## src/rtl/uf_decoder_pkg.sv

```systemverilog
package uf_decoder_pkg;

    // decoder stage encodings
    localparam int STAGE_WIDTH = 3;
    localparam logic [STAGE_WIDTH-1:0] STAGE_IDLE = 3'd0;
    localparam logic [STAGE_WIDTH-1:0] STAGE_MEASUREMENT_LOADING = 3'd1;
    localparam logic [STAGE_WIDTH-1:0] STAGE_SPREAD_CLUSTER = 3'd2;
    localparam logic [STAGE_WIDTH-1:0] STAGE_SYNC_IS_ODD_CLUSTER = 3'd3;
    localparam logic [STAGE_WIDTH-1:0] STAGE_GROW_BOUNDARY = 3'd4;
    localparam logic [STAGE_WIDTH-1:0] STAGE_RESULT_CALCULATING = 3'd5;

    // state commands from the hub
    localparam logic [1:0] CMD_ADVANCE = 2'b01;
    localparam logic [1:0] CMD_TO_SYNC = 2'b11;
    localparam logic [1:0] CMD_TO_GROW = 2'b10;
    localparam logic [1:0] CMD_FINISH = 2'b00;

    // array sizing
    localparam int PU_PER_SLICE = 8;
    localparam int SLICE_COUNT = 2;
    localparam int PU_COUNT = PU_PER_SLICE * SLICE_COUNT;
    localparam int SLICE_ID_WIDTH = $clog2(SLICE_COUNT);
    localparam int PU_INDEX_WIDTH = $clog2(PU_PER_SLICE);
    localparam int PU_ADDR_WIDTH = 4;
    localparam int ITERATION_COUNTER_WIDTH = 8;
    localparam int CYCLE_COUNTER_WIDTH = 32;
    // ten cycles per unit before spread/sync counts as stuck
    localparam int DEADLOCK_THRESHOLD = PU_COUNT * 10;

    // message kind tag, top bit of every hub word
    localparam logic KIND_STATUS = 1'b0;
    localparam logic KIND_ROOT = 1'b1;

    typedef struct packed {
        logic kind;
        logic spare;
        logic [SLICE_ID_WIDTH-1:0] slice_id;
        logic has_odd_clusters;
        logic [STAGE_WIDTH-1:0] stage;
    } status_msg_t;

    typedef struct packed {
        logic kind;
        logic [PU_ADDR_WIDTH-1:0] root_address;
        logic is_odd_cardinality_root;
        logic is_touching_boundary;
    } root_msg_t;

    typedef union packed {
        status_msg_t status;
        root_msg_t root;
    } hub_msg_t;

    // command that leaves the stage unchanged
    function automatic logic [1:0] neutral_cmd(input logic [STAGE_WIDTH-1:0] s);
        if (s == STAGE_SPREAD_CLUSTER || s == STAGE_SYNC_IS_ODD_CLUSTER) begin
            return 2'b01;
        end
        return 2'b00;
    endfunction

endpackage

```

## src/rtl/stage_controller.sv

```systemverilog
`timescale 1ns/1ps

module stage_controller
    import uf_decoder_pkg::*;
(
    input  logic clk,
    input  logic reset,
    input  logic start,
    input  logic [1:0] state_signal,
    output logic [STAGE_WIDTH-1:0] stage,
    output logic result_valid,
    output logic [ITERATION_COUNTER_WIDTH-1:0] iteration_counter,
    output logic [CYCLE_COUNTER_WIDTH-1:0] cycle_counter,
    output logic deadlock
);

    // cycles spent waiting in spread/sync since the last grow
    logic [CYCLE_COUNTER_WIDTH-1:0] cycles_in_stage;

    // deadlock watch
    always_ff @(posedge clk) begin
        if (reset) begin
            cycles_in_stage <= '0;
        end else if (stage == STAGE_MEASUREMENT_LOADING || stage == STAGE_IDLE ||
                     stage == STAGE_GROW_BOUNDARY) begin
            cycles_in_stage <= '0;
        end else if (stage == STAGE_SPREAD_CLUSTER || stage == STAGE_SYNC_IS_ODD_CLUSTER) begin
            cycles_in_stage <= cycles_in_stage + 1'b1;
        end
    end

    always_ff @(posedge clk) begin
        if (reset) begin
            deadlock <= 1'b0;
        end else if (start) begin
            deadlock <= 1'b0;
        end else if (cycles_in_stage > DEADLOCK_THRESHOLD) begin
            deadlock <= 1'b1;
        end
    end

    // one iteration per sync -> grow hop
    always_ff @(posedge clk) begin
        if (reset) begin
            iteration_counter <= '0;
        end else if (stage == STAGE_MEASUREMENT_LOADING) begin
            iteration_counter <= '0;
        end else if (stage == STAGE_SYNC_IS_ODD_CLUSTER && state_signal == CMD_TO_GROW) begin
            iteration_counter <= iteration_counter + 1'b1;
        end
    end

    // loading counts as cycle one
    always_ff @(posedge clk) begin
        if (reset) begin
            cycle_counter <= '0;
        end else if (stage == STAGE_MEASUREMENT_LOADING) begin
            cycle_counter <= 1;
        end else if (!result_valid) begin
            cycle_counter <= cycle_counter + 1'b1;
        end
    end

    // stage machine, stepped only by hub commands
    always_ff @(posedge clk) begin
        if (reset) begin
            stage <= STAGE_IDLE;
            result_valid <= 1'b0;
        end else begin
            case (stage)
                STAGE_IDLE: begin
                    if (state_signal == CMD_ADVANCE) begin
                        stage <= STAGE_MEASUREMENT_LOADING;
                    end
                end
                STAGE_MEASUREMENT_LOADING: begin
                    // single cycle, syndrome comes straight from the ports
                    stage <= STAGE_SPREAD_CLUSTER;
                    result_valid <= 1'b0;
                end
                STAGE_SPREAD_CLUSTER: begin
                    if (state_signal == CMD_TO_SYNC) begin
                        stage <= STAGE_SYNC_IS_ODD_CLUSTER;
                    end else if (state_signal == CMD_FINISH) begin
                        stage <= STAGE_RESULT_CALCULATING;
                    end
                end
                STAGE_SYNC_IS_ODD_CLUSTER: begin
                    if (state_signal == CMD_TO_GROW) begin
                        stage <= STAGE_GROW_BOUNDARY;
                    end else if (state_signal == CMD_FINISH) begin
                        stage <= STAGE_RESULT_CALCULATING;
                    end
                end
                STAGE_GROW_BOUNDARY: begin
                    if (state_signal == CMD_ADVANCE) begin
                        stage <= STAGE_SPREAD_CLUSTER;
                    end
                end
                STAGE_RESULT_CALCULATING: begin
                    // hold here until the root stream has drained
                    if (state_signal == CMD_ADVANCE) begin
                        stage <= STAGE_IDLE;
                        result_valid <= 1'b1;
                    end
                end
                default: begin
                    stage <= STAGE_IDLE;
                end
            endcase
        end
    end

endmodule

```

## src/rtl/decoding_slice.sv

```systemverilog
`timescale 1ns/1ps

module decoding_slice
    import uf_decoder_pkg::*;
(
    input  logic clk,
    input  logic reset,
    input  logic [SLICE_ID_WIDTH-1:0] slice_id,
    input  logic [STAGE_WIDTH-1:0] stage,
    input  logic [PU_PER_SLICE-1:0] syndrome,
    input  logic [PU_PER_SLICE-1:0] boundary,
    input  logic message_flying,
    output logic msg_valid,
    input  logic msg_ready,
    output hub_msg_t msg_data
);

    logic [PU_PER_SLICE-1:0] odd_flags;
    logic [PU_PER_SLICE-1:0] orig_syndrome;
    logic [PU_PER_SLICE-1:0] reach;
    logic [PU_PER_SLICE-1:0] grown_reach;
    logic [STAGE_WIDTH-1:0] prev_stage;
    logic posted;
    // one extra bit marks the end of the root scan
    logic [PU_INDEX_WIDTH:0] root_idx;
    logic [PU_INDEX_WIDTH-1:0] pu_idx;
    logic fresh;
    logic report_stage;
    logic slot_free;
    logic result_scan;
    logic root_end;
    logic post_status;
    logic post_root;
    hub_msg_t status_word;
    hub_msg_t root_word;

    assign fresh = stage != prev_stage;
    assign report_stage = stage == STAGE_SPREAD_CLUSTER || stage == STAGE_SYNC_IS_ODD_CLUSTER;
    assign slot_free = !msg_valid || msg_ready;
    assign pu_idx = root_idx[PU_INDEX_WIDTH-1:0];
    assign root_end = root_idx[PU_INDEX_WIDTH];
    // reach spreads one unit left and right per grow
    assign grown_reach = reach | (reach << 1) | (reach >> 1);

    assign result_scan = stage == STAGE_RESULT_CALCULATING && !fresh && !posted && slot_free;
    assign post_status = (report_stage && (fresh || !posted) && slot_free && !message_flying) ||
                         (result_scan && root_end);
    assign post_root = result_scan && !root_end && orig_syndrome[pu_idx];

    // both views of the hub word
    always_comb begin
        status_word.status.kind = KIND_STATUS;
        status_word.status.spare = 1'b0;
        status_word.status.slice_id = slice_id;
        status_word.status.has_odd_clusters = |odd_flags;
        status_word.status.stage = stage;
        root_word.root.kind = KIND_ROOT;
        root_word.root.root_address = {slice_id, pu_idx};
        root_word.root.is_odd_cardinality_root = odd_flags[pu_idx];
        root_word.root.is_touching_boundary = reach[pu_idx];
    end

    // cluster state
    always_ff @(posedge clk) begin
        if (stage == STAGE_MEASUREMENT_LOADING) begin
            odd_flags <= syndrome;
            orig_syndrome <= syndrome;
            reach <= boundary;
        end else if (stage == STAGE_GROW_BOUNDARY && fresh) begin
            // odd units inside the new reach are absorbed
            reach <= grown_reach;
            odd_flags <= odd_flags & ~grown_reach;
        end
    end

    always_ff @(posedge clk) begin
        if (post_status) begin
            msg_data <= status_word;
        end else if (post_root) begin
            msg_data <= root_word;
        end
    end

    always_ff @(posedge clk) begin
        if (reset) begin
            prev_stage <= STAGE_IDLE;
            msg_valid <= 1'b0;
            posted <= 1'b0;
            root_idx <= '0;
        end else begin
            prev_stage <= stage;
            if (msg_valid && msg_ready) begin
                msg_valid <= 1'b0;
            end
            // new stage visit, rearm the report
            if (fresh) begin
                posted <= 1'b0;
                root_idx <= '0;
            end
            if (post_status || post_root) begin
                msg_valid <= 1'b1;
            end
            if (post_status) begin
                posted <= 1'b1;
            end
            if (result_scan && !root_end) begin
                root_idx <= root_idx + 1'b1;
            end
        end
    end

endmodule

```

## src/rtl/hub_arbiter.sv

```systemverilog
`timescale 1ns/1ps

module hub_arbiter
    import uf_decoder_pkg::*;
(
    input  logic clk,
    input  logic reset,
    input  logic [1:0] req_valid,
    input  hub_msg_t req_data0,
    input  hub_msg_t req_data1,
    output logic [1:0] req_ready,
    output logic hub_valid,
    output hub_msg_t hub_data,
    input  logic hub_ready
);

    logic last_grant;
    // grant is pinned while a word waits for ready
    logic stalled;
    logic grant;

    // contention goes to the slice not served last
    assign grant = stalled ? last_grant : (&req_valid ? !last_grant : req_valid[1]);

    assign hub_valid = req_valid[grant];
    assign hub_data = grant ? req_data1 : req_data0;
    assign req_ready = {hub_ready && grant, hub_ready && !grant};

    always_ff @(posedge clk) begin
        if (reset) begin
            last_grant <= 1'b1;
            stalled <= 1'b0;
        end else if (hub_valid) begin
            last_grant <= grant;
            stalled <= !hub_ready;
        end
    end

endmodule

```

## src/rtl/hub_sequencer.sv

```systemverilog
`timescale 1ns/1ps

module hub_sequencer
    import uf_decoder_pkg::*;
(
    input  logic clk,
    input  logic reset,
    input  logic start,
    input  logic [STAGE_WIDTH-1:0] stage,
    input  logic hub_valid,
    input  hub_msg_t hub_data,
    output logic hub_ready,
    output logic [1:0] state_signal,
    output logic root_valid,
    output hub_msg_t root_data,
    input  logic root_ready
);

    // per-slice report bookkeeping for the current stage
    logic [SLICE_COUNT-1:0] received;
    logic [SLICE_COUNT-1:0] odd_seen;
    logic grow_waited;
    logic is_root;
    logic accept;
    logic issue;

    assign is_root = hub_data.root.kind == KIND_ROOT;
    // roots stall on the output register, status always drains
    assign hub_ready = is_root ? (!root_valid || root_ready) : 1'b1;
    assign accept = hub_valid && hub_ready;

    // loading and unknown stages keep the neutral command
    always_comb begin
        state_signal = neutral_cmd(stage);
        case (stage)
            STAGE_IDLE: begin
                if (start) begin
                    state_signal = CMD_ADVANCE;
                end
            end
            STAGE_SPREAD_CLUSTER: begin
                if (&received) begin
                    state_signal = |odd_seen ? CMD_TO_SYNC : CMD_FINISH;
                end
            end
            STAGE_SYNC_IS_ODD_CLUSTER: begin
                if (&received) begin
                    state_signal = |odd_seen ? CMD_TO_GROW : CMD_FINISH;
                end
            end
            STAGE_GROW_BOUNDARY: begin
                // slices dilate in the first grow cycle
                if (grow_waited) begin
                    state_signal = CMD_ADVANCE;
                end
            end
            STAGE_RESULT_CALCULATING: begin
                // both end reports in and last root gone
                if (&received && !root_valid) begin
                    state_signal = CMD_ADVANCE;
                end
            end
        endcase
    end

    // any non-neutral command moves the stage on the next edge
    assign issue = state_signal != neutral_cmd(stage);

    always_ff @(posedge clk) begin
        if (reset) begin
            received <= '0;
            odd_seen <= '0;
            grow_waited <= 1'b0;
            root_valid <= 1'b0;
        end else begin
            if (root_valid && root_ready) begin
                root_valid <= 1'b0;
            end
            if (accept && is_root) begin
                root_valid <= 1'b1;
            end
            // reports tagged with an older stage are dropped
            if (accept && !is_root && hub_data.status.stage == stage) begin
                received[hub_data.status.slice_id] <= 1'b1;
                odd_seen[hub_data.status.slice_id] <= hub_data.status.has_odd_clusters;
            end
            if (stage == STAGE_GROW_BOUNDARY) begin
                grow_waited <= 1'b1;
            end
            if (issue) begin
                received <= '0;
                odd_seen <= '0;
                grow_waited <= 1'b0;
            end
        end
    end

    always_ff @(posedge clk) begin
        if (accept && is_root) begin
            root_data <= hub_data;
        end
    end

endmodule

```

## src/rtl/uf_decoder_top.sv

```systemverilog
`timescale 1ns/1ps

module uf_decoder_top
    import uf_decoder_pkg::*;
(
    input  logic clk,
    input  logic reset,
    input  logic start,
    input  logic [PU_COUNT-1:0] syndrome,
    input  logic [PU_COUNT-1:0] boundary,
    input  logic [SLICE_COUNT-1:0] message_flying,
    input  logic root_ready,
    output logic root_valid,
    output hub_msg_t root_data,
    output logic [STAGE_WIDTH-1:0] stage,
    output logic result_valid,
    output logic [ITERATION_COUNTER_WIDTH-1:0] iteration_counter,
    output logic [CYCLE_COUNTER_WIDTH-1:0] cycle_counter,
    output logic deadlock
);

    logic [1:0] state_signal;
    logic [SLICE_COUNT-1:0] slice_msg_valid;
    logic [SLICE_COUNT-1:0] slice_msg_ready;
    hub_msg_t slice_msg_data0;
    hub_msg_t slice_msg_data1;
    logic hub_valid;
    logic hub_ready;
    hub_msg_t hub_data;

    stage_controller u_stage_controller (
        .clk(clk),
        .reset(reset),
        .start(start),
        .state_signal(state_signal),
        .stage(stage),
        .result_valid(result_valid),
        .iteration_counter(iteration_counter),
        .cycle_counter(cycle_counter),
        .deadlock(deadlock)
    );

    // slice 0 holds units 0..7, slice 1 units 8..15
    decoding_slice u_slice0 (
        .clk(clk),
        .reset(reset),
        .slice_id(1'b0),
        .stage(stage),
        .syndrome(syndrome[PU_PER_SLICE-1:0]),
        .boundary(boundary[PU_PER_SLICE-1:0]),
        .message_flying(message_flying[0]),
        .msg_valid(slice_msg_valid[0]),
        .msg_ready(slice_msg_ready[0]),
        .msg_data(slice_msg_data0)
    );

    decoding_slice u_slice1 (
        .clk(clk),
        .reset(reset),
        .slice_id(1'b1),
        .stage(stage),
        .syndrome(syndrome[PU_COUNT-1:PU_PER_SLICE]),
        .boundary(boundary[PU_COUNT-1:PU_PER_SLICE]),
        .message_flying(message_flying[1]),
        .msg_valid(slice_msg_valid[1]),
        .msg_ready(slice_msg_ready[1]),
        .msg_data(slice_msg_data1)
    );

    hub_arbiter u_hub_arbiter (
        .clk(clk),
        .reset(reset),
        .req_valid(slice_msg_valid),
        .req_data0(slice_msg_data0),
        .req_data1(slice_msg_data1),
        .req_ready(slice_msg_ready),
        .hub_valid(hub_valid),
        .hub_data(hub_data),
        .hub_ready(hub_ready)
    );

    hub_sequencer u_hub_sequencer (
        .clk(clk),
        .reset(reset),
        .start(start),
        .stage(stage),
        .hub_valid(hub_valid),
        .hub_data(hub_data),
        .hub_ready(hub_ready),
        .state_signal(state_signal),
        .root_valid(root_valid),
        .root_data(root_data),
        .root_ready(root_ready)
    );

endmodule

```

## config.mk

```make
export PLATFORM = sky130hd
export DESIGN_NAME = uf_decoder_top
export DESIGN_NICKNAME = d
export VERILOG_FILES = /design/src/rtl/uf_decoder_pkg.sv /design/src/rtl/stage_controller.sv /design/src/rtl/decoding_slice.sv /design/src/rtl/hub_arbiter.sv /design/src/rtl/hub_sequencer.sv /design/src/rtl/uf_decoder_top.sv
export SDC_FILE = /design/constraint.sdc
export NUM_CORES = 1
export LEC_CHECK = 0
export BUFFER_PORTS_ARGS = -buffer_cell sky130_fd_sc_hd__buf_2
export CAP_MARGIN = 20
export CORE_UTILIZATION = 59
export CTS_CLUSTER_DIAMETER = 40
export CTS_CLUSTER_SIZE = 30
export DETAILED_ROUTE_END_ITERATION = 6
export PLACE_DENSITY_LB_ADDON = 0.15
export SYNTH_ARGS = -nofsm -noshare
export SYNTH_HDL_FRONTEND = slang
export SYNTH_HIERARCHICAL = 1
export SYNTH_SLANG_ARGS = --single-unit
```

## constraint.sdc

```tcl
create_clock -name clk -period 5.25 [get_ports clk]
set_clock_uncertainty 0.05 [all_clocks]
set_input_delay 1.05 -clock clk [delete_from_list [all_inputs] [get_ports clk]]
set_output_delay 1.05 -clock clk [all_outputs]
set_load 0.02 [all_outputs]
```

==> impl_metrics.tcl <==
set metrics [dict create \
    track_usage_pct 24.7 \
    power.total_w 0.00398 \
    hold_buffers 0 \
    post-route-period-util_pct 65.8 \
    fmax_mhz 290 \
    yosys_warnings 6 \
    drc 0 \
    status "finished clean" \
    crit_fanout 27 \
    drive_gt1_share_pct 18.4 \
    synthCells 835 \
    final_area_um2 9540 \
    row_count 43 \
    ant_nets 0 \
    avgRoutedWirePerCell_um 16.2 \
    layout_common_cells "107 x dfxtp_1, 90 x buf_2, 84 x nor2_1" \
    clk_pin_slew_ns 0.06 \
    overflow 0 \
    grt_pass1_vias 6187 \
    cpPeakStageDelay_ns 0.93 \
    seq_area_um2 4090 \
    synth_top_cell_area_share_pct 25.4 \
    synth_edf_count 65 \
    crit_required_ns 5.55 \
    relSlewSlack_pct 34.5 \
    ys_ff_latch 172 \
    layout_commonest_cell "dfxtp_1" \
    syn2layout_area_growth_pct 13.0 \
    syn_area_um2 8450 \
    place_ws_ns 1.85 \
    drv_cap 0 \
    yosys_most_used_dff "dfxtp_1" \
    path_cells "inv_1, nor4_1, nand3b_1, or4_1, or3_1, a21oi_1" \
    cts.repair.resized 0 \
    core_um2 13900 \
    cp.arrival_ns 3.75 \
    synth.area.top_cells "dfxtp_1 25%, edfxtp_1 23%, nor2_1 3.7%, a21oi_1 3.5%, mux4_2 3.2%" \
    synth.distinct_cells 68 \
    fin_crit_ns 3.45 \
    grt_start_max_net_pins 34 \
    finalWorstSetupSlack_ns 1.80 \
    root_buffer "clkbuf_16" \
    cp_slowest_cell "dfxtp_1" \
    cp-end-kind "register" \
    tightest_slew_ns 0.981 \
    rsz0062_at_grt "no" \
    timing_hold_violations_final 0 \
    dieArea_um2 14800 \
    worst_hold_slack_ns 0.404 \
    start_util_pct 60.6 \
    diodes 0 \
    grt_pass1_wl_mm 28.9 \
    drt_iter0_drc 464 \
    clock_latency_ns 0.42 \
    die_w_um 122 \
    drt-vias-per-instance 6.12 \
    chipHeight_um 122 \
    hold_path_class "reg2reg" \
    numCtsBuffers 17 \
    fillCellCount 1058 \
    cts_tree "built" \
    htree_levels 4 \
    synthArstFlopShare_pct 0 \
    placed_area_um2 8940 \
    syn-mean-instance-area_um2 10.1 \
    finalMaxSlewViolations 0 \
    cts.sinks 172 \
    wl_mm 17.9 \
    synth_top_area_cell "dfxtp_1" \
    path_class "reg2reg" \
    multi_input_area_um2 4050 \
    setup_viol 0 \
    drt_pre_antenna_iters 5 \
    io_buffers 90 \
    io_pins 91 \
    nNetsFinal 953 \
    p_per_area_nw_per_um2 417 \
    cts_buffer_depth 2 \
    fin_tns_setup_ns 0 \
    p_leak_nw 3.34 \
    ys_seq_area_share_pct 48.5 \
    hpwl_mm 12.4 \
    antenna_found_initial 0 \
    vdd_drop_max_uv 404 \
    cp-start-kind "register" \
    post_cts_buffers 0 \
    num_vias 6741 \
    gp_congestion 0.881 \
]
registers in the layout, indices dropped and copies added, names as in the netlist, 7 cells and up:
name,cells
u_slice1/odd_flags,8
u_hub_sequencer/root_data,7
u_slice1/reach,8
u_stage_controller/iteration_counter,8
u_slice1/msg_data,7
u_stage_controller/cycle_counter,32
u_slice0/msg_data,7
u_stage_controller/cycles_in_stage,32
u_slice0/odd_flags,8
u_slice1/orig_syndrome,8
u_slice0/orig_syndrome,8
u_slice0/reach,8
worst paths after layout:
kind                                                          startpoint  slack (ns)                                                   end  cells after the start
worst min-delay path            u_hub_sequencer/received[0]$_SDFFE_PP0P_        0.40              u_hub_sequencer/received[0]$_SDFFE_PP0P_                      2
worst min register to register  u_hub_sequencer/received[0]$_SDFFE_PP0P_        0.40              u_hub_sequencer/received[0]$_SDFFE_PP0P_                      2
worst max-delay path            u_stage_controller/stage[1]$_SDFFE_PP0P_        1.80  u_stage_controller/iteration_counter[6]$_SDFFE_PP0P_                      6
worst max register to register  u_stage_controller/stage[1]$_SDFFE_PP0P_        1.80  u_stage_controller/iteration_counter[6]$_SDFFE_PP0P_                      6
per-stage QoR:
step | utilization (%) | cells
finish | 68.5 | 1102
CTS | 68.5 | 1102
global route | 68.5 | 1102
global placement | 64.2 | 1070
detailed placement | 64.2 | 1070
floorplan | - | 837
critical path, delay by kind of cell (launching register included):
kind                   cells  cell delay [ns]
AO/OA/AOI/OAI              1             0.14
flip-flops                 1             0.93
AND/OR/NAND/NOR            4             2.03
buffers and inverters      1             0.24
Yosys cell counts, drive strengths merged, types with 19 or more instances:
master / number
a21oi: 60
buf: 19
clkbuf: 21
dfxtp: 107
edfxtp: 65
inv: 27
mux2: 19
nand2: 47
nand3: 31
nand4: 27
nor2: 84
nor4: 30
o21ai: 26
o31ai: 19
or3: 19
or4: 22
xnor2: 24
final cells by class:
cell class | count | share of cell area, %
clock buffer | 20 | 4.79
clock inverter | 12 | 1.53
inverter | 27 | 1.06
multi-input combinational | 598 | 42.4
sequential | 172 | 42.9
tap | 180 | 2.36
timing repair buffer | 93 | 4.96
metal layers:
layer,share of wire [%],GRT usage (%),vias to the layer above
met2,49,41.7,204
met3,4.6,5.38,29
met4,2.2,9.80,0
li1,-,-,3272
met1,44,30.7,3236
met5,0,0,-
where the power goes:
group,internal (W),total [W],switching [W]
logic,0.000349,0.000881,0.000532
registers,0.00164,0.00184,0.000195
clock network,0.000770,0.00126,0.000493
cell families after synthesis:
family	share of synthesized area (%)
buffers and inverters	3.69
AO/OA/AOI/OAI	11.6
AND/OR/NAND/NOR	23.0
XOR/XNOR	4.25
other	0.0889
adder cells (fa/ha/maj)	0.889
flip-flops	48.5
multiplexers	8.01
Note: power is estimated with default switching activity, not from simulation.
